<file path="src/verilog/video_pkg.sv">
// shared types and pipeline constants for the ZBT frame display
// every RTL module that needs a width or a latency imports this package
`default_nettype none

package video_pkg;

   ////////////////////
   // pixel and memory word types

   // one RGB pixel with 6 bits per channel
   // red in [17:12], green in [11:6], blue in [5:0]
   typedef logic [17:0] pixel_t;

   // one ZBT word holds two pixels
   // even column in [35:18], odd column in [17:0]
   typedef logic [35:0] vram_word_t;

   // frame buffer address
   // line number in [18:9], column / 2 in [8:0]
   typedef logic [18:0] vram_addr_t;

   ////////////////////
   // raster counter types

   // pixel position on the current line, wide enough for XGA totals
   typedef logic [10:0] hcount_t;

   // line number within the frame
   typedef logic [9:0]  vcount_t;

   ////////////////////
   // pipeline constants

   // ZBT read latency
   // data for an address driven in cycle k is on the read bus in cycle k+2
   localparam int READ_LATENCY = 2;

   // how far ahead of the raster the display read address runs
   // covers the port register, the memory, the input stages and both latches
   localparam int FORECAST = 8;

endpackage

`default_nettype wire

</file>
<file path="src/verilog/vram_if.sv">
// frame buffer port between the memory arbiter and the pixel unpacker
// the top ties the address side to the ZBT pins and feeds read data back in
`timescale 1ns/1ps
`default_nettype none

interface vram_if
   import video_pkg::*;
();

   // registered memory address, read or write
   vram_addr_t addr;
   // write strobe, memory captures addr and wdata on every clock it is high
   logic       we;
   // pattern data to store
   vram_word_t wdata;
   // word returned READ_LATENCY clocks after its address
   vram_word_t rdata;

   // arbiter side
   modport mem_master (
      output addr,
      output we,
      output wdata
   );

   // pin side at the top level
   modport mem_port (
      input  addr,
      input  we,
      input  wdata,
      output rdata
   );

   // pixel unpacker only looks at the returning words
   modport reader (
      input  rdata
   );

endinterface

`default_nettype wire

</file>
<file path="src/verilog/raster_timing.sv">
// raster generator for a parameterized VGA style display
// produces pixel and line counters with sync and blank aligned to them
// defaults give XGA 1024x768 with 1344 clocks per line and 806 lines
`timescale 1ns/1ps
`default_nettype none

module raster_timing
   import video_pkg::*;
#(
   parameter int H_ACTIVE     = 1024,
   parameter int H_SYNC_START = 1048,
   parameter int H_SYNC_END   = 1184,
   parameter int H_TOTAL      = 1344,
   parameter int V_ACTIVE     = 768,
   parameter int V_SYNC_START = 777,
   parameter int V_SYNC_END   = 783,
   parameter int V_TOTAL      = 806
)
(
   input  logic    clk,
   input  logic    rst_n,
   output hcount_t hcount,
   output vcount_t vcount,
   output logic    hsync,
   output logic    vsync,
   output logic    blank
);

   hcount_t h_next;
   vcount_t v_next;
   logic    h_wrap;

   ////////////////////
   // next raster position

   always_comb
   begin
      h_wrap = (hcount == hcount_t'(H_TOTAL - 1));
      h_next = h_wrap ? '0 : hcount + 1'b1;
      v_next = vcount;
      // line advances only on the last pixel of a line
      if (h_wrap)
      begin
         v_next = (vcount == vcount_t'(V_TOTAL - 1)) ? '0 : vcount + 1'b1;
      end
   end

   ////////////////////
   // counters, sync and blank

   // sync and blank are decoded from the next position
   // so they line up with the counter value on the same clock
   always_ff @(posedge clk)
   begin
      if (!rst_n)
      begin
         hcount <= '0;
         vcount <= '0;
         // both syncs are active low
         hsync  <= 1'b1;
         vsync  <= 1'b1;
         // first pixel after reset stays blanked
         blank  <= 1'b1;
      end
      else
      begin
         hcount <= h_next;
         vcount <= v_next;
         hsync  <= !((h_next >= hcount_t'(H_SYNC_START)) &&
                     (h_next <  hcount_t'(H_SYNC_END)));
         vsync  <= !((v_next >= vcount_t'(V_SYNC_START)) &&
                     (v_next <  vcount_t'(V_SYNC_END)));
         // blank from end of active area until the counter wraps
         blank  <= (h_next >= hcount_t'(H_ACTIVE)) ||
                   (v_next >= vcount_t'(V_ACTIVE));
      end
   end

   ////////////////////
   // checks

   // counters never leave the raster
   a_hcount_range : assert property (@(posedge clk) disable iff (!rst_n)
      hcount < hcount_t'(H_TOTAL));

   a_vcount_range : assert property (@(posedge clk) disable iff (!rst_n)
      vcount < vcount_t'(V_TOTAL));

endmodule

`default_nettype wire

</file>
<file path="src/verilog/vram_arbiter.sv">
// owns the single ZBT port of the display
// issues display reads FORECAST pixels ahead of the raster and, during
// blanking, replaces them with writes of a bar pattern from a free counter
`timescale 1ns/1ps
`default_nettype none

module vram_arbiter
   import video_pkg::*;
#(
   parameter int H_TOTAL = 1344,
   parameter int V_TOTAL = 806
)
(
   input  logic          clk,
   input  logic          rst_n,
   input  hcount_t       hcount,
   input  vcount_t       vcount,
   input  logic          blank,
   input  logic          pattern_write,
   input  logic          pattern_slow,
   vram_if.mem_master    mem
);

   logic [11:0] h_ahead;
   logic        h_wrap;
   hcount_t     fh;
   vcount_t     fv;
   vram_addr_t  read_addr;

   vram_addr_t  pat_count;
   logic [3:0]  pat_nib;
   vram_word_t  pat_word;
   logic        write_now;

   ////////////////////
   // read address forecast

   // position FORECAST clocks from now, wrapping into the next line and frame
   always_comb
   begin
      h_ahead = {1'b0, hcount} + 12'(FORECAST);
      h_wrap  = (h_ahead >= 12'(H_TOTAL));
      fh      = h_wrap ? hcount_t'(h_ahead - 12'(H_TOTAL)) : hcount_t'(h_ahead);
      fv      = vcount;
      if (h_wrap)
      begin
         fv = (vcount == vcount_t'(V_TOTAL - 1)) ? '0 : vcount + 1'b1;
      end
   end

   // two pixels per word so the column drops its lowest bit
   assign read_addr = {fv, fh[9:1]};

   ////////////////////
   // test pattern source

   // free running, also serves as the write address
   always_ff @(posedge clk)
   begin
      if (!rst_n)
      begin
         pat_count <= '0;
      end
      else
      begin
         pat_count <= pat_count + 1'b1;
      end
   end

   // slow pattern uses one counter bit higher, so bars are twice as wide
   assign pat_nib  = pattern_slow ? pat_count[7:4] : pat_count[6:3];
   // four bytes with the nibble on top, spare 4 bits of the word zero
   assign pat_word = {4'b0000, {4{pat_nib, 4'b0000}}};

   // pattern writes take the port only while the raster is blanked
   assign write_now = blank && pattern_write;

   ////////////////////
   // memory port registers

   always_ff @(posedge clk)
   begin
      if (!rst_n)
      begin
         mem.we <= 1'b0;
      end
      else
      begin
         mem.we <= write_now;
      end
   end

   // a write steals the slot of the display read
   always_ff @(posedge clk)
   begin
      mem.addr  <= write_now ? pat_count : read_addr;
      mem.wdata <= pat_word;
   end

   // port lags blank by one register
   // so a write may only spill onto the first pixel of an active line
   a_we_in_blank : assert property (@(posedge clk) disable iff (!rst_n)
      mem.we |-> (blank || (hcount == '0)));

endmodule

`default_nettype wire

</file>
<file path="src/verilog/pixel_unpack.sv">
// turns returning ZBT words into one pixel per clock
// words pass a short alignment pipe, are double latched on pixel pairs,
// split by column parity, optionally replaced by test bars and registered
`timescale 1ns/1ps
`default_nettype none

module pixel_unpack
   import video_pkg::*;
#(
   parameter int BAR_LSB = 6
)
(
   input  logic    clk,
   input  logic    rst_n,
   input  hcount_t hcount,
   input  logic    hsync,
   input  logic    vsync,
   input  logic    blank,
   input  logic    test_bars,
   vram_if.reader  mem,
   output pixel_t  rgb,
   output logic    hsync_out,
   output logic    vsync_out,
   output logic    blank_b
);

   // address forecast at hcount h must meet the display latch at h + FORECAST
   // one port register, the memory, these stages and the two latches
   localparam int RD_STAGES = FORECAST - READ_LATENCY - 3;

   vram_word_t rd_pipe [RD_STAGES];
   vram_word_t rd_latch;
   vram_word_t disp_latch;
   pixel_t     vr_pixel;
   pixel_t     bar_pixel;

   ////////////////////
   // word alignment

   always_ff @(posedge clk)
   begin
      rd_pipe[0] <= mem.rdata;
      for (int i = 1; i < RD_STAGES; i++)
      begin
         rd_pipe[i] <= rd_pipe[i-1];
      end
   end

   // capture on even pixels, hand over on the odd one
   // display latch then holds the word for the next even/odd pair
   always_ff @(posedge clk)
   begin
      if (!hcount[0])
      begin
         rd_latch <= rd_pipe[RD_STAGES-1];
      end
      else
      begin
         disp_latch <= rd_latch;
      end
   end

   ////////////////////
   // pixel select

   // even column sits in the upper half
   assign vr_pixel = hcount[0] ? disp_latch[17:0] : disp_latch[35:18];

   // hardwired vertical bars, bar index lands in pixel bits [7:5]
   assign bar_pixel = {10'b0, hcount[BAR_LSB +: 3], 5'b0};

   ////////////////////
   // output registers

   always_ff @(posedge clk)
   begin
      rgb <= test_bars ? bar_pixel : vr_pixel;
   end

   // controls delayed one clock to sit with the registered pixel
   always_ff @(posedge clk)
   begin
      if (!rst_n)
      begin
         hsync_out <= 1'b1;
         vsync_out <= 1'b1;
         blank_b   <= 1'b0;
      end
      else
      begin
         hsync_out <= hsync;
         vsync_out <= vsync;
         blank_b   <= !blank;
      end
   end

endmodule

`default_nettype wire

</file>
<file path="src/verilog/zbt_frame_display.sv">
// top level of the ZBT frame buffer display
// raster timing drives both the memory arbiter and the pixel unpacker,
// memory pins and VGA outputs are plain ports
`timescale 1ns/1ps
`default_nettype none

module zbt_frame_display
   import video_pkg::*;
#(
   parameter int H_ACTIVE     = 1024,
   parameter int H_SYNC_START = 1048,
   parameter int H_SYNC_END   = 1184,
   parameter int H_TOTAL      = 1344,
   parameter int V_ACTIVE     = 768,
   parameter int V_SYNC_START = 777,
   parameter int V_SYNC_END   = 783,
   parameter int V_TOTAL      = 806,
   parameter int BAR_LSB      = 6
)
(
   input  logic        clk,
   input  logic        rst_n,
   input  logic        pattern_write,
   input  logic        pattern_slow,
   input  logic        test_bars,
   input  logic [35:0] ram_rdata,
   output logic [18:0] ram_addr,
   output logic        ram_we,
   output logic [35:0] ram_wdata,
   output logic [7:0]  vga_red,
   output logic [7:0]  vga_green,
   output logic [7:0]  vga_blue,
   output logic        vga_hsync,
   output logic        vga_vsync,
   output logic        vga_blank_b
);

   hcount_t hcount;
   vcount_t vcount;
   logic    hsync;
   logic    vsync;
   logic    blank;
   pixel_t  rgb;

   vram_if vram_i ();

   ////////////////////
   // decode, raster timing

   raster_timing #(
      .H_ACTIVE     (H_ACTIVE),
      .H_SYNC_START (H_SYNC_START),
      .H_SYNC_END   (H_SYNC_END),
      .H_TOTAL      (H_TOTAL),
      .V_ACTIVE     (V_ACTIVE),
      .V_SYNC_START (V_SYNC_START),
      .V_SYNC_END   (V_SYNC_END),
      .V_TOTAL      (V_TOTAL)
   ) raster_timing_i (
      .clk    (clk),
      .rst_n  (rst_n),
      .hcount (hcount),
      .vcount (vcount),
      .hsync  (hsync),
      .vsync  (vsync),
      .blank  (blank)
   );

   ////////////////////
   // execute, frame buffer access

   vram_arbiter #(
      .H_TOTAL (H_TOTAL),
      .V_TOTAL (V_TOTAL)
   ) vram_arbiter_i (
      .clk           (clk),
      .rst_n         (rst_n),
      .hcount        (hcount),
      .vcount        (vcount),
      .blank         (blank),
      .pattern_write (pattern_write),
      .pattern_slow  (pattern_slow),
      .mem           (vram_i.mem_master)
   );

   // memory pins, same direction as the mem_port view
   assign ram_addr     = vram_i.addr;
   assign ram_we       = vram_i.we;
   assign ram_wdata    = vram_i.wdata;
   assign vram_i.rdata = ram_rdata;

   ////////////////////
   // result, pixel output

   pixel_unpack #(
      .BAR_LSB (BAR_LSB)
   ) pixel_unpack_i (
      .clk       (clk),
      .rst_n     (rst_n),
      .hcount    (hcount),
      .hsync     (hsync),
      .vsync     (vsync),
      .blank     (blank),
      .test_bars (test_bars),
      .mem       (vram_i.reader),
      .rgb       (rgb),
      .hsync_out (vga_hsync),
      .vsync_out (vga_vsync),
      .blank_b   (vga_blank_b)
   );

   // 6 bit channels on the top of the 8 bit DAC inputs
   assign vga_red   = {rgb[17:12], 2'b00};
   assign vga_green = {rgb[11:6], 2'b00};
   assign vga_blue  = {rgb[5:0], 2'b00};

endmodule

`default_nettype wire

</file>
<file path="config.mk">
export PLATFORM = sky130hd
export DESIGN_NAME = zbt_frame_display
export DESIGN_NICKNAME = d
export VERILOG_FILES = /design/src/verilog/video_pkg.sv /design/src/verilog/vram_if.sv /design/src/verilog/raster_timing.sv /design/src/verilog/vram_arbiter.sv /design/src/verilog/pixel_unpack.sv /design/src/verilog/zbt_frame_display.sv
export SDC_FILE = /design/constraint.sdc
export NUM_CORES = 1
export LEC_CHECK = 0
export BUFFER_PORTS_ARGS = -buffer_cell sky130_fd_sc_hd__clkbuf_2
export CORE_MARGIN = 2
export CORE_UTILIZATION = 55
export DETAILED_ROUTE_END_ITERATION = 10
export GPL_TIMING_DRIVEN = 0
export HOLD_SLACK_MARGIN = 0.15
export PLACE_DENSITY = 0.77
export SYNTH_ARGS = -nofsm -noshare
export SYNTH_HDL_FRONTEND = slang
export SYNTH_HIERARCHICAL = 1
export SYNTH_SLANG_ARGS = --single-unit
</file>
<file path="constraint.sdc">
create_clock -name clk -period 6.5 [get_ports clk]
set_input_delay 1.95 -clock clk [delete_from_list [all_inputs] [get_ports clk]]
set_output_delay 1.95 -clock clk [all_outputs]
set_load 0.02 [all_outputs]
</file>
==> results of run 1 <==
flip-flops by register name, summed over array words and instances (netlist names), 4 cells and up:
register                   cells
pixel_unpack_i/disp_latch     36
raster_timing_i/vcount        10
pixel_unpack_i/rgb            18
pixel_unpack_i/rd_pipe       108
pixel_unpack_i/rd_latch       36
vram_arbiter_i/pat_count      19
vram_arbiter_i/mem.wdata       4
vram_arbiter_i/mem.addr       19
raster_timing_i/hcount        11
placed cells by master (no fill, tap or decap), types with 5 or more instances in the layout:
cell type / n
buf_4: 40
nand4_1: 10
ha_1: 10
mux2i_1: 24
and2_1: 32
a21oi_1: 16
nand2b_1: 5
edfxtp_1: 72
inv_1: 10
nor2_1: 49
xor2_1: 8
nand3_1: 24
mux2_2: 5
xnor2_1: 20
clkbuf_16: 26
a211oi_1: 5
o21ai_0: 17
o31ai_1: 8
nor3_1: 9
clkbuf_2: 97
clkbuf_8: 6
dfxtp_1: 195
nand2_1: 47
clkbuf_1: 18
and3_1: 13
and4_1: 6
conb_1: 26
per-layer routing:
layer / routed length (microns) / vias to the layer above / GRT usage / part of all wire
met2: 7490 / 148 / 0.302 / 0.49
met4: 340 / 0 / 0.0550 / 0.022
met5: 0 / - / 0 / 0
met3: 745 / 29 / 0.0354 / 0.049
li1: - / 2749 / - / -
met1: 6560 / 2509 / 0.216 / 0.43
through the flow:
stage | cell area [sq um] | power, mW | setup slack (ns) | cells | util
after floorplan | 9130 | 1.95 | 3.38 | 742 | -
after global placement | 9890 | 2.00 | 2.77 | 1055 | 0.618
after detailed placement | 9890 | 2.01 | 3.20 | 1055 | 0.618
after CTS | 10800 | 3.51 | 3.35 | 1099 | 0.673
after global routing | 10800 | 3.59 | 3.13 | 1100 | 0.675
final | 10800 | 3.48 | 3.37 | 1100 | 0.675
final cells by class:
| type | instances | share of cell area |
|---|---|---|
| flip-flops and latches | 268 | 0.564 |
| clock buffers | 35 | 0.0690 |
| clock inverters | 9 | 0.0132 |
| well taps | 216 | 0.0250 |
| plain buffers | 62 | 0.0393 |
| inverters | 11 | 0.00382 |
| multi-input cells | 401 | 0.239 |
| repair buffers | 98 | 0.0468 |
cells in the mapped netlist, types with 2 or more instances:
cell type  count  area (sq um)
o2111ai_1      2          17.5
mux2i_1       24           240
and4_1         6          52.6
mux2_2         5          56.3
nand2b_1       5          31.3
nor2_1        49           184
a211oi_1       5          37.5
nor2b_1        2          12.5
nand3_1       24           120
nand2_1       47           176
o22ai_1        3          18.8
nor3_1         9          45.0
and2_1        32           200
and3_1        13          81.3
edfxtp_1      72          2160
dfxtp_1      196          3920
ha_1          10           125
buf_2          2          10.0
a21boi_0       2          15.0
inv_1         11          41.3
o21ai_1        2          10.0
conb_1         2          7.51
o31ai_1        8          60.1
a21o_1         2          15.0
buf_6          3          33.8
nor3b_1        3          22.5
a31o_2         2          17.5
or4_1          3          22.5
a21oi_1       16          80.1
xor2_1         8          70.1
nand4_1       10          62.6
o21a_1         4          30.0
xnor2_1       20           175
o21ai_0       17          85.1
buf_4         40           300
nor4bb_1       3          30.0
or3_1          4          25.0
a22oi_1        3          22.5
clkbuf_1      15          56.3
critical path: stages (launching register included):
cell,delay (ns)
dfxtp_1,0.37
buf_4,0.12
clkbuf_2,0.16
worst max-delay path by stage:
stage / from / to / slack (ns) / cells past startpoint
after floorplan: raster_timing_i/hcount[0] / raster_timing_i/vsync / 3.38 / 6
after global placement: raster_timing_i/hcount[0] / raster_timing_i/vsync / 2.77 / 6
after detailed placement: pattern_write / vram_arbiter_i/mem.addr[8] / 3.20 / 6
after CTS: vram_arbiter_i/mem.wdata[23] / ram_wdata[31] / 3.35 / 2
after global routing: raster_timing_i/hcount[0] / raster_timing_i/vsync / 3.13 / 6
final: vram_arbiter_i/mem.wdata[23] / ram_wdata[31] / 3.37 / 2
logic make-up (layout without fill, tap and decap cells):
kind of cell / Yosys count / count (layout) / synth area share
flip-flops: 268 / 268 / 0.673
multiplexers: 30 / 30 / 0.0343
AO/OA/AOI/OAI: 83 / 83 / 0.0649
buffers and inverters: 73 / 215 / 0.0515
XOR/XNOR: 28 / 28 / 0.0271
adder cells (fa/ha/maj): 10 / 10 / 0.0138
AND/OR/NAND/NOR: 224 / 224 / 0.134
other: 2 / 26 / 0.000831
power by group:
part           internal [mW]  switching (mW)  total, mW
registers               1.80          0.0356       1.84
clock network          0.923           0.589       1.51
logic                 0.0520          0.0786      0.131
==> results.md, run 1 <==
- The total routed wirelength is 15100 microns.
- After clock tree synthesis, the clock-pin slew on the worst setup and hold paths is 0.06 ns.
- The number of endpoints failing setup at the final stage is 0.
- The number of nets in the layout is 918.
- The share of flip-flops with an asynchronous set or reset after synthesis is 0.
- The sequential cell area in the final layout is 6090 sq um.
- Along the worst path, the maximum fanout reaches 4.
- The initial antenna violation count came to 0.
- After global routing the overflow that remains totals 0.
- The post-DP HPWL is about 10000 microns.
- The final worst-path cycle share is 0.481.
- The share of the yosys chip area belonging to registers is 0.673.
- The most frequently used flop master after synthesis is dfxtp_1.
- Based on the critical path, the design can be clocked at up to 320 MHz.
- The final antenna-violating net count is 0.
- The startpoint of the most critical register-to-register path is raster_timing_i/hcount[0].
- The total iterations of the first detailed-routing run is 5.
- The total area inside the core boundary comes to around 16000 sq um.
- Adding up every negative setup slack in the final design gives 0 ns.
- The clock insertion delay at the later pin of the skew report is 0.52 ns.
- The count of filler cells inserted in the layout is 1186.
- For flop-to-flop paths, the worst setup slack is between 3 and 4 ns.
- Setup repair after global routing left no endpoint under its margin.
- The minimum clock period is 3.13 ns.
- The total leakage power is 4.41 nW.
- The number of DRC violations after detailed-routing iteration 0 is 318.
- The die is between 100 and 150 microns wide.
- In this run, distinct cell masters in the synthesized netlist total 73.
- The detailed-route wire length per cell is 13.8 microns.
- Across every metal layer, demand over resource in global routing totals 0.173.
- The areal power density over the cells is approximately 320 nW/um^2.
- The initial standard-cell utilization of the core is 0.565.
- The capture endpoint of the worst hold path is pixel_unpack_i/rd_pipe[1][33].
- The number of cells produced by synthesis is 718.
- The number of buffers on the longest clock path is 3.
- The post-synth design cell area is 9040 sq um.
- Counting the buffers created by CTS gives 25.
- The row count is 46.
- The number of antenna repair diodes is 0.
- The via count of the first global-routing pass is a little over 5000.
- The area of the die is 17500 sq um.
- After detailed routing, the number of vias per cell comes to around 5.
- The number of instances resized during post-cts repair is 0.
- In this run the tool buffered the top-level ports with 97 buffer cells.
- For this design, the sink count on the clock tree is around 270.
- Summing all multi-input logic gate instances after layout gives about 2600 sq um.
- Routability-driven placement finished with a final weighted congestion of 0.856.
- The number of cells on the worst hold path is 0.
- The worst reg-to-reg path cell count is 6.
- The pin count of the biggest net entering global routing is 45.
- The buffer cell driving the clock tree root is clkbuf_16.
- For the worst setup path, the data arrival time is 1.18 ns.
- The count of flip-flops with a built-in enable after synthesis is roughly 70.
- The final-layout worst hold slack is 0.320 ns.
- The data required time at the worst endpoint is about 4.6 ns.
- The TritonCTS clock tree is yes.
- For this block, the via count after detailed routing is 5435.
- The worst min-delay path startpoint is pixel_unpack_i/rd_pipe[0][33].
- The worst IR drop on VDD is about 0.35 mV.
- The final max-slew violation count is 0.
- The Yosys step of the flow raised 6 warnings.
- CTS built an H-tree with a depth of 1.
- The number of failing hold endpoints at the final stage was 0.
- The min-delay analysis places its worst path in the category reg -> reg.
- The count of boundary I/O pins is between 100 and 150.
- In this run the tightest slew margin relative to its limit is 0.361.
- The run finished with clean final reports.
- The synthesis-to-finish area growth is 19.4%.
- By startpoint and endpoint, the worst setup path is classified as reg -> out.
- The worst setup path is launched from a register.
- In this run the post-CTS setup repair buffer count came out at 0.
- The global-route wire length before repair is 24900 microns.
- The synthesized area divided by synthesized cell count is 12.6 sq um.
- Counting flops and latches in the post-synthesis netlist gives 268.
- For the pin with the worst max-slew slack, the measured transition is 0.958 ns.
- After clock tree synthesis, the flow added hold-fix buffers numbering 0.
- The vertical die dimension is 132 microns.
- The clock skew after layout is 0.0138 ns.
- The end of the worst register-to-register path is raster_timing_i/vsync.
- The number of DRC violations after detailed routing is 0.
- The fraction of layout instances using a drive strength above 1 is 0.238.
- The tool flagged a number of max-cap violations equal to 0.
- The worst setup path is captured at a primary output.
(Power assumes the default switching activity.)
==> inputs of run 2 (changes only) <==
Settings changed: ABC_AREA set to 1.
Clock period 6.5 ns to 3.01 ns, I/O delays scaled along.
==> run 2 against run 1 <==
Effect of this change: count of clock-buffer cells in the layout is 2 lower; die area increased by 2.1%; worst setup slack worse by 3.1 ns; critical endpoint is now raster_timing_i/vsync.
==> results.md, run 2 <==
- The number of cells on the critical path is 8 (+6).
- STA classifies the critical path startpoint as a register.
- On the critical path, the stage with the largest delay is an instance of dfxtp_2.
- The number of buffers inserted by hold repair at cts is 0 (unchanged).
- The signal on the critical path passes through ha_1 > nand3_1 > nor3_1 > nand4_1 > nand2_1 > nand3_1 > inv_1 > nand3_1.
- The worst-case setup margin in the final layout is 0.274 ns (-3.10 ns).
- The final antenna-violating net count came to 0 (unchanged).
- The class of the tightest hold or removal check is reg -> reg.
- The top fanout value on the critical path is 42 (+38).
- The horizontal die dimension is 134 microns (+1.1%).
- The share of the yosys chip area belonging to registers is 0.659 (-0.0143).
- By area the synthesized netlist is led by dfxtp_1, edfxtp_1, nand2_1.
- The adder-cell area share of the yosys netlist was 0.0135 (-0.000294).
- The worst min-delay path startpoint is pixel_unpack_i/rd_pipe[0][16].
- The category of the most critical setup path is reg -> reg.
- The total leakage power is 4.90 nW (+11%).
- The areal power density over the cells is 682 nW/um^2 (+110%).
- The number of antenna repair diodes was 0 (unchanged).
- The clock insertion delay at the later pin of the skew report is 0.52 ns (about the same).
- The fraction of layout instances using a drive strength above 1 is 0.216 (-0.0216).
- The number of instances resized during post-cts repair is 0 (unchanged).
- The pin count of the biggest net entering global routing is 46 (+2.2%).
- The total number of vias is 6109 (+12%).
- The data arrival at the endpoint of the critical path is 3.14 ns (+1.96 ns).
- The post-synth design cell area is 9240 sq um (+2.2%).
- The number of buffers added for setup after CTS is 0 (unchanged).
- The final weighted congestion in routability-driven placement was 0.898 (+4.9%).
- The number of buffers created by CTS came to 26 (+4.0%).
- The first element of the critical path is raster_timing_i/hcount[0].
- The final-layout worst hold slack is 0.318 ns (-0.00213 ns).
- The count of boundary I/O pins came to 124 (unchanged).
- The TritonCTS clock tree is yes.
- The largest family of logic cells by synthesized area is simple AND/OR/NAND/NOR gates.
- Sorting the synthesized cells by how often they occur yields dfxtp_1, nand2_1, nor2_1.
- The data required time at the worst endpoint was 3.41 ns (-1.14 ns).
- The flip-flop count of the largest register after layout is 108 (unchanged).
- The critical path ends at raster_timing_i/vsync.
- The initial antenna violation count is 0 (unchanged).
- The register ranked first by flip-flop count is pixel_unpack_i/rd_pipe.
- The number of buffers on the longest clock path came to 3 (unchanged).
- The number of port buffers came to 97 (unchanged).
- The ratio of routed vias to standard cells is 4.70 (-4.8%).
- The area share of xor/xnor cells in the synthesized design is 0.00948 (-0.0176).
- The total power of the final layout is 7.50 mW (+120%).
- The run finished with clean final reports.
- The worst IR drop on VDD is 0.565 mV (+60%).
- The initial standard-cell utilization of the core is 0.559 (-0.00604).
- The number of DRC violations after detailed-routing iteration 0 is 375 (+18%).
- The synthesis-to-finish area growth is 19.0%.
- The synthesized area divided by synthesized cell count is 10.2 sq um (-19%).
- The endpoint type of the worst setup path is a register.
- The share of cell area taken by muxes after synthesis was 0 (-0.0343).
- The maximum clock frequency is 366 MHz.
- The number of failing hold endpoints at the final stage was 0 (unchanged).
- The slew at the pin with the worst max-slew slack was 0.989 ns (+0.0312 ns).
- Setup repair after global routing left no endpoint under its margin.
- The total iterations of the first detailed-routing run came to 5 (unchanged).
- The post-DP HPWL is 10700 microns (+7.1%).
- The total number of H-tree levels is 1 (unchanged).
- The worst register-to-register path ends at raster_timing_i/vsync.
- The via count of the first global-routing pass is 5727 (+10%).
- The count of flip-flops with a built-in enable after synthesis is 72 (unchanged).
- In the layout the commonest cells are dfxtp_1, nand2_1, clkbuf_2.
- Leaving out fill and tap cells, the most frequent cell in the layout is dfxtp_1.
- The longest individual stage delay on the worst path is 0.98 ns (+0.61 ns).
- The final global-route overflow total is 0 (unchanged).
- Among all cell types in the netlist, the one instantiated most often is dfxtp_1.
- The worst slew margin relative to its limit is 0.341 (-0.0208).
- The row count is 47 (+2.2%).
- The core box area is 16500 sq um (+3.3%).
- In the final layout, the registers with the most flip-flops are pixel_unpack_i/rd_pipe x108, pixel_unpack_i/disp_latch x36, pixel_unpack_i/rd_latch x36.
- The share of flip-flops with an asynchronous set or reset after synthesis was 0 (unchanged).
- The global-route wire length before repair is 26600 microns (+6.6%).
- The worst reg-to-reg path cell count is 8 (+2).
- The clock skew after layout is 0.0105 ns (-0.00334 ns).
- The worst reg-to-reg setup slack is 0.27 ns (-3.11 ns).
- The tree is rooted in a clkbuf_16.
- The post-detailed-placement cell area came to 10100 sq um (+2.0%).
- The number of synthesis warnings is 6 (unchanged).
- The number of buffer and inverter stages on the critical path is 1 (-1).
- The worst-case setup slack after placement is 0.335 ns (-2.86 ns).
- The number of cells produced by synthesis came to 910 (+27%).
- The worst path needs 2.74 ns of the cycle, external delays included.
- The clock input transition at the sequential cells of the worst setup and hold paths came to 0.06 ns (about the same).
- The final core utilization came to 0.665 (-0.00944).
- The cell type with the largest total area after synthesis is dfxtp_1.
- The number of cells on the worst hold path is 0 (unchanged).
- The area of the die is 17800 sq um (+2.1%).
- The final worst-path cycle share is 0.909.
- The fraction of the mapped netlist area in simple logic gates is 0.203 (+0.0683).
- The final max-slew violation count was 0 (unchanged).
- The total routed wirelength is 16100 microns (+6.4%).
- The detailed-route wire length per cell is 12.4 microns (-9.9%).
- The max-cap violation count came to 0 (unchanged).
- The startpoint identified for the worst register-to-register timing path is raster_timing_i/hcount[0].
- The number of endpoints failing setup at the final stage is 0 (unchanged).
- In this design, the critical path's most frequently occurring cell is nand3_1.
- The most frequently used flop master after synthesis is dfxtp_1.
- The vertical die dimension was 134 microns (+1.1%).
- The count of different cell masters after synthesis was 39 (-47%).
- The sink count of the clock tree was 268 (unchanged).
- The combined global-route utilization of all metal layers is 0.183 (+0.0107).
- The fraction of synthesized cell area taken by the top area cell type is 0.425 (-0.00923).
- The number of nets in the layout is 1110 (+21%).
- The synthesized-area fraction occupied by ao, oa, aoi and oai cells was 0.0343 (-0.0306).
- The final cell area excluding filler cells is 11000 sq um (+1.8%).
- The number of DRC violations after detailed routing is 0 (unchanged).
- The total of flip-flops plus latches after synthesis came to 268 (unchanged).
- Broken down by cell family, the worst path's largest delay share belongs to simple AND/OR/NAND/NOR gates.
run 2: logic make-up after synthesis:
kind of cell,after synthesis
and+or+nand+nor,417
DFF,268
buffers and inverters,142
AOI/OAI and AO/OA,61
xor gates and xnor gates,10
adders and majority gates,10
other,2
run 2: per-stage QoR:
step | setup TNS [ns] | std cells
2_1_floorplan | 0 | 934
5_1_grt | 0 | 1299
6_report | 0 | 1299
4_1_cts | 0 | 1299
3_5_place_dp | 0 | 1251
3_3_place_gp | -0.993 | 1251
run 2: area by class of cell:
class	count	area (sq um)
Sequential cell	268	6090
Fill cell	1228	5530
Multi-Input combinational cell	524	2500
Clock buffer	33	749
Timing Repair Buffer	97	485
Buffer	50	389
Inverter	92	354
Tap cell	220	275
Clock inverter	15	154
run 2: routing by layer:
layer | vias to the layer above | global-route usage | wire length [microns]
met1 | 2747 | 0.227 | 6880
met2 | 173 | 0.324 | 7960
met4 | 0 | 0.0656 | 445
met3 | 29 | 0.0312 | 816
li1 | 3160 | - | -
met5 | - | 0 | 0
run 2: worst min path at each step:
stage	end	slack (ns)
3_5_place_dp	pixel_unpack_i/rd_pipe[1][18]	0.31
6_report	pixel_unpack_i/rd_pipe[1][16]	0.32
4_1_cts	pixel_unpack_i/rd_pipe[2][26]	0.32
3_3_place_gp	pixel_unpack_i/rd_pipe[2][9]	0.31
2_1_floorplan	pixel_unpack_i/rd_pipe[1][0]	0.31
5_1_grt	pixel_unpack_i/rd_pipe[2][26]	0.33
run 2: power breakdown:
part           internal (mW)  switching, mW
Combinational         0.0876          0.159
Sequential              3.89         0.0657
Clock                   1.96           1.35
==> inputs of run 3 (changes only) <==
Settings changed: CELL_PAD_IN_SITES_DETAIL_PLACEMENT set to 1, CELL_PAD_IN_SITES_GLOBAL_PLACEMENT set to 2, CORE_UTILIZATION 55 to 36, PLACE_DENSITY 0.77 to 0.78.
==> run 3 against run 2 <==
Effect of this change: flip-flop and latch count unchanged; worst setup slack improved by 0.17 ns; die area increased by 51%; combinational power up 7%; cell area rose by 1.4%; hold slack improved by 0.0017 ns; largest cell class unchanged.
==> results.md, run 3 (same netlist as run 2, synthesis figures left out) <==
- The sink count of the clock tree is 268 (unchanged).
- The data arrival at the endpoint of the critical path came to 2.98 ns (-0.16 ns).
- The fraction of layout instances using a drive strength above 1 is 0.216 (about the same).
- The total routed wirelength is 19200 microns (+19%).
- The number of failing hold endpoints at the final stage came to 0 (unchanged).
- The number of port buffers came to 97 (unchanged).
- The total leakage power is 4.91 nW (+0.15%).
- The post-DP HPWL is 13700 microns (+28%).
- The number of DRC violations after detailed-routing iteration 0 is 315 (-16%).
- The number of buffers on the longest clock path is 3 (unchanged).
- The combined global-route utilization of all metal layers is 0.146 (-0.0370).
- The number of DRC violations after detailed routing is 0 (unchanged).
- The pin count of the biggest net entering global routing is 46 (unchanged).
- The portion of total power attributed to sequential cells is 0.530 (+0.003).
- The initial standard-cell utilization of the core is 0.367 (-0.192).
- The clock input transition at the sequential cells of the worst setup and hold paths is 0.06 ns (about the same).
- The minimum clock period is 2.57 ns (-0.168 ns).
- The critical path is of the reg -> reg type.
- The top fanout value on the critical path came to 22 (-48%).
- The type of origin of the critical path is a register.
- Setup repair after global routing left no endpoint under its margin.
- The number of buffers added for setup after CTS is 0 (unchanged).
- The register with the most flip-flops in the final layout is pixel_unpack_i/rd_pipe.
- The slew at the pin with the worst max-slew slack is 0.600 ns (-0.390 ns).
- The maximum clock frequency came to 389 MHz (+6.5%).
- The count of boundary I/O pins is 124 (unchanged).
- The final global-route overflow total is 0 (unchanged).
- The global-route wire length before repair was 31500 microns (+19%).
- The final weighted congestion in routability-driven placement was 0.806 (-10%).
- The total number of vias is 6200 (+1.5%).
- The TritonCTS clock tree is yes.
- The total power of the final layout came to 7.44 mW (-0.78%).
- The clock share of power is 0.434 (-0.006).
- The endpoint type of the worst setup path is a register.
- The areal power density over the cells was 668 nW/um^2 (-2.1%).
- The core box area is 25200 sq um (+52%).
- The data required time at the worst endpoint was 3.42 ns (about the same).
- The worst IR drop on VDD was 0.697 mV (+23%).
- The post-placement cell count is 1362 (+8.9%).
- The clock insertion delay at the later pin of the skew report came to 0.52 ns (about the same).
- The final max-slew violation count came to 0 (unchanged).
- The post-route setup TNS came to 0 ns (unchanged).
- The initial antenna violation count is 0 (unchanged).
- The final antenna-violating net count came to 0 (unchanged).
- The top cell types in the final layout, fill and taps aside, are dfxtp_1, nand2_1, clkbuf_2.
- The count of filler cells inserted in the layout is 2840 (+130%).
- The most common cell after layout, fill and taps aside is dfxtp_1.
- The via count of the first global-routing pass was 6318 (+10%).
- The horizontal die dimension is 164 microns (+23%).
- The worst slew margin relative to its limit is 0.600 (+0.259).
- The final-layout worst hold slack is 0.320 ns (+0.00169 ns).
- The non-filler instance count after layout is 1410 (+8.5%).
- The synthesis-to-finish area growth is 20.6%.
- The total iterations of the first detailed-routing run was 4 (-1).
- The clock skew after layout is 0.00939 ns (-0.00111 ns).
- The switching part of the total came to 0.210 (+0.00106).
- The number of endpoints failing setup at the final stage is 0 (unchanged).
- The max-cap violation count is 0 (unchanged).
- The share of total power in combinational logic is 0.036 (+0.003).
- The area of the die is 27000 sq um (+51%).
- The row count came to 58 (+23%).
- The detailed-route wire length per cell is 13.6 microns (+9.6%).
- The ratio of routed vias to standard cells is 4.40 (-6.5%).
- The total number of H-tree levels is 1 (unchanged).
- The number of buffers created by CTS is 27 (+3.8%).
- The vertical die dimension came to 164 microns (+23%).
- The number of nets in the layout is 1112 (+0.18%).
- The class of the tightest hold or removal check is reg -> reg.
- The net switching power is 1.57 mW (-0.27%).
- The number of antenna repair diodes is 0 (unchanged).
- In the final layout, the registers with the most flip-flops are pixel_unpack_i/rd_pipe x108, pixel_unpack_i/disp_latch x36, pixel_unpack_i/rd_latch x36.
- The flip-flop count of the largest register after layout was 108 (unchanged).
- The buffer cell driving the clock tree root is clkbuf_16.
- The internal power consumption is 5.88 mW (-0.91%).
- The number of buffers inserted by hold repair at cts is 0 (unchanged).
- The number of instances resized during post-cts repair was 0 (unchanged).
- The run finished with clean final reports.
- The final worst-path cycle share is 0.853 (-0.0557).
[run 3: stage by stage]
| stage | utilization | instance area [sq um] | setup WS, ns |
|---|---|---|---|
| detailed placement | 0.407 | 10300 | 0.360 |
| finish | 0.442 | 11100 | 0.442 |
| CTS | 0.442 | 11100 | 0.353 |
| global route | 0.442 | 11100 | 0.224 |
| global placement | 0.406 | 10200 | -0.592 |
| floorplan | - | 9330 | 0.429 |
[run 3: metal layers]
metal | vias up | routed length [microns] | GRT usage
li1 | 3157 | - | -
met1 | 2893 | 8320 | 0.181
met2 | 118 | 9600 | 0.265
met3 | 32 | 819 | 0.0227
met4 | 0 | 410 | 0.0391
met5 | - | 0 | 0
[run 3: final cells by class]
class	instances	area [sq um]	share of cell area
Timing Repair Buffer	98	513	0.0460
Clock buffer	36	813	0.0730
Sequential cell	268	6090	0.546
Clock inverter	12	73.8	0.00663
Multi-Input combinational cell	524	2500	0.224
Inverter	92	354	0.0318
Tap cell	330	413	0.0371
Buffer	50	389	0.0349
[run 3: final timing paths]
check | startpoint | to | slack, ns | cells after the start
setup / recovery | raster_timing_i/hcount[0] | raster_timing_i/vsync | 0.44 | 9
hold / removal | pixel_unpack_i/rd_pipe[1][15] | pixel_unpack_i/rd_pipe[2][15] | 0.32 | 0
setup reg to reg | raster_timing_i/hcount[0] | raster_timing_i/vsync | 0.44 | 9
hold reg to reg | pixel_unpack_i/rd_pipe[1][15] | pixel_unpack_i/rd_pipe[2][15] | 0.32 | 0
[run 3: critical path, stage by stage (launching register included)]
cell	delay, ns
dfxtp_2	0.69
buf_16	0.24
ha_1	0.29
nand3_1	0.20
nor3_1	0.50
nand4_1	0.19
nand2_1	0.11
nand3_1	0.10
inv_1	0.07
nand3_1	0.07
[run 3: power groups by stage]
| stage | Clock, mW | Sequential [mW] | Combinational [mW] |
|---|---|---|---|
| 2_1_floorplan | 0 | 4.04 | 0.135 |
| 3_3_place_gp | 0 | 4.02 | 0.251 |
| 3_5_place_dp | 0 | 4.03 | 0.268 |
| 4_1_cts | 3.34 | 3.95 | 0.270 |
| 5_1_grt | 3.49 | 3.97 | 0.295 |
| 6_report | 3.23 | 3.95 | 0.265 |
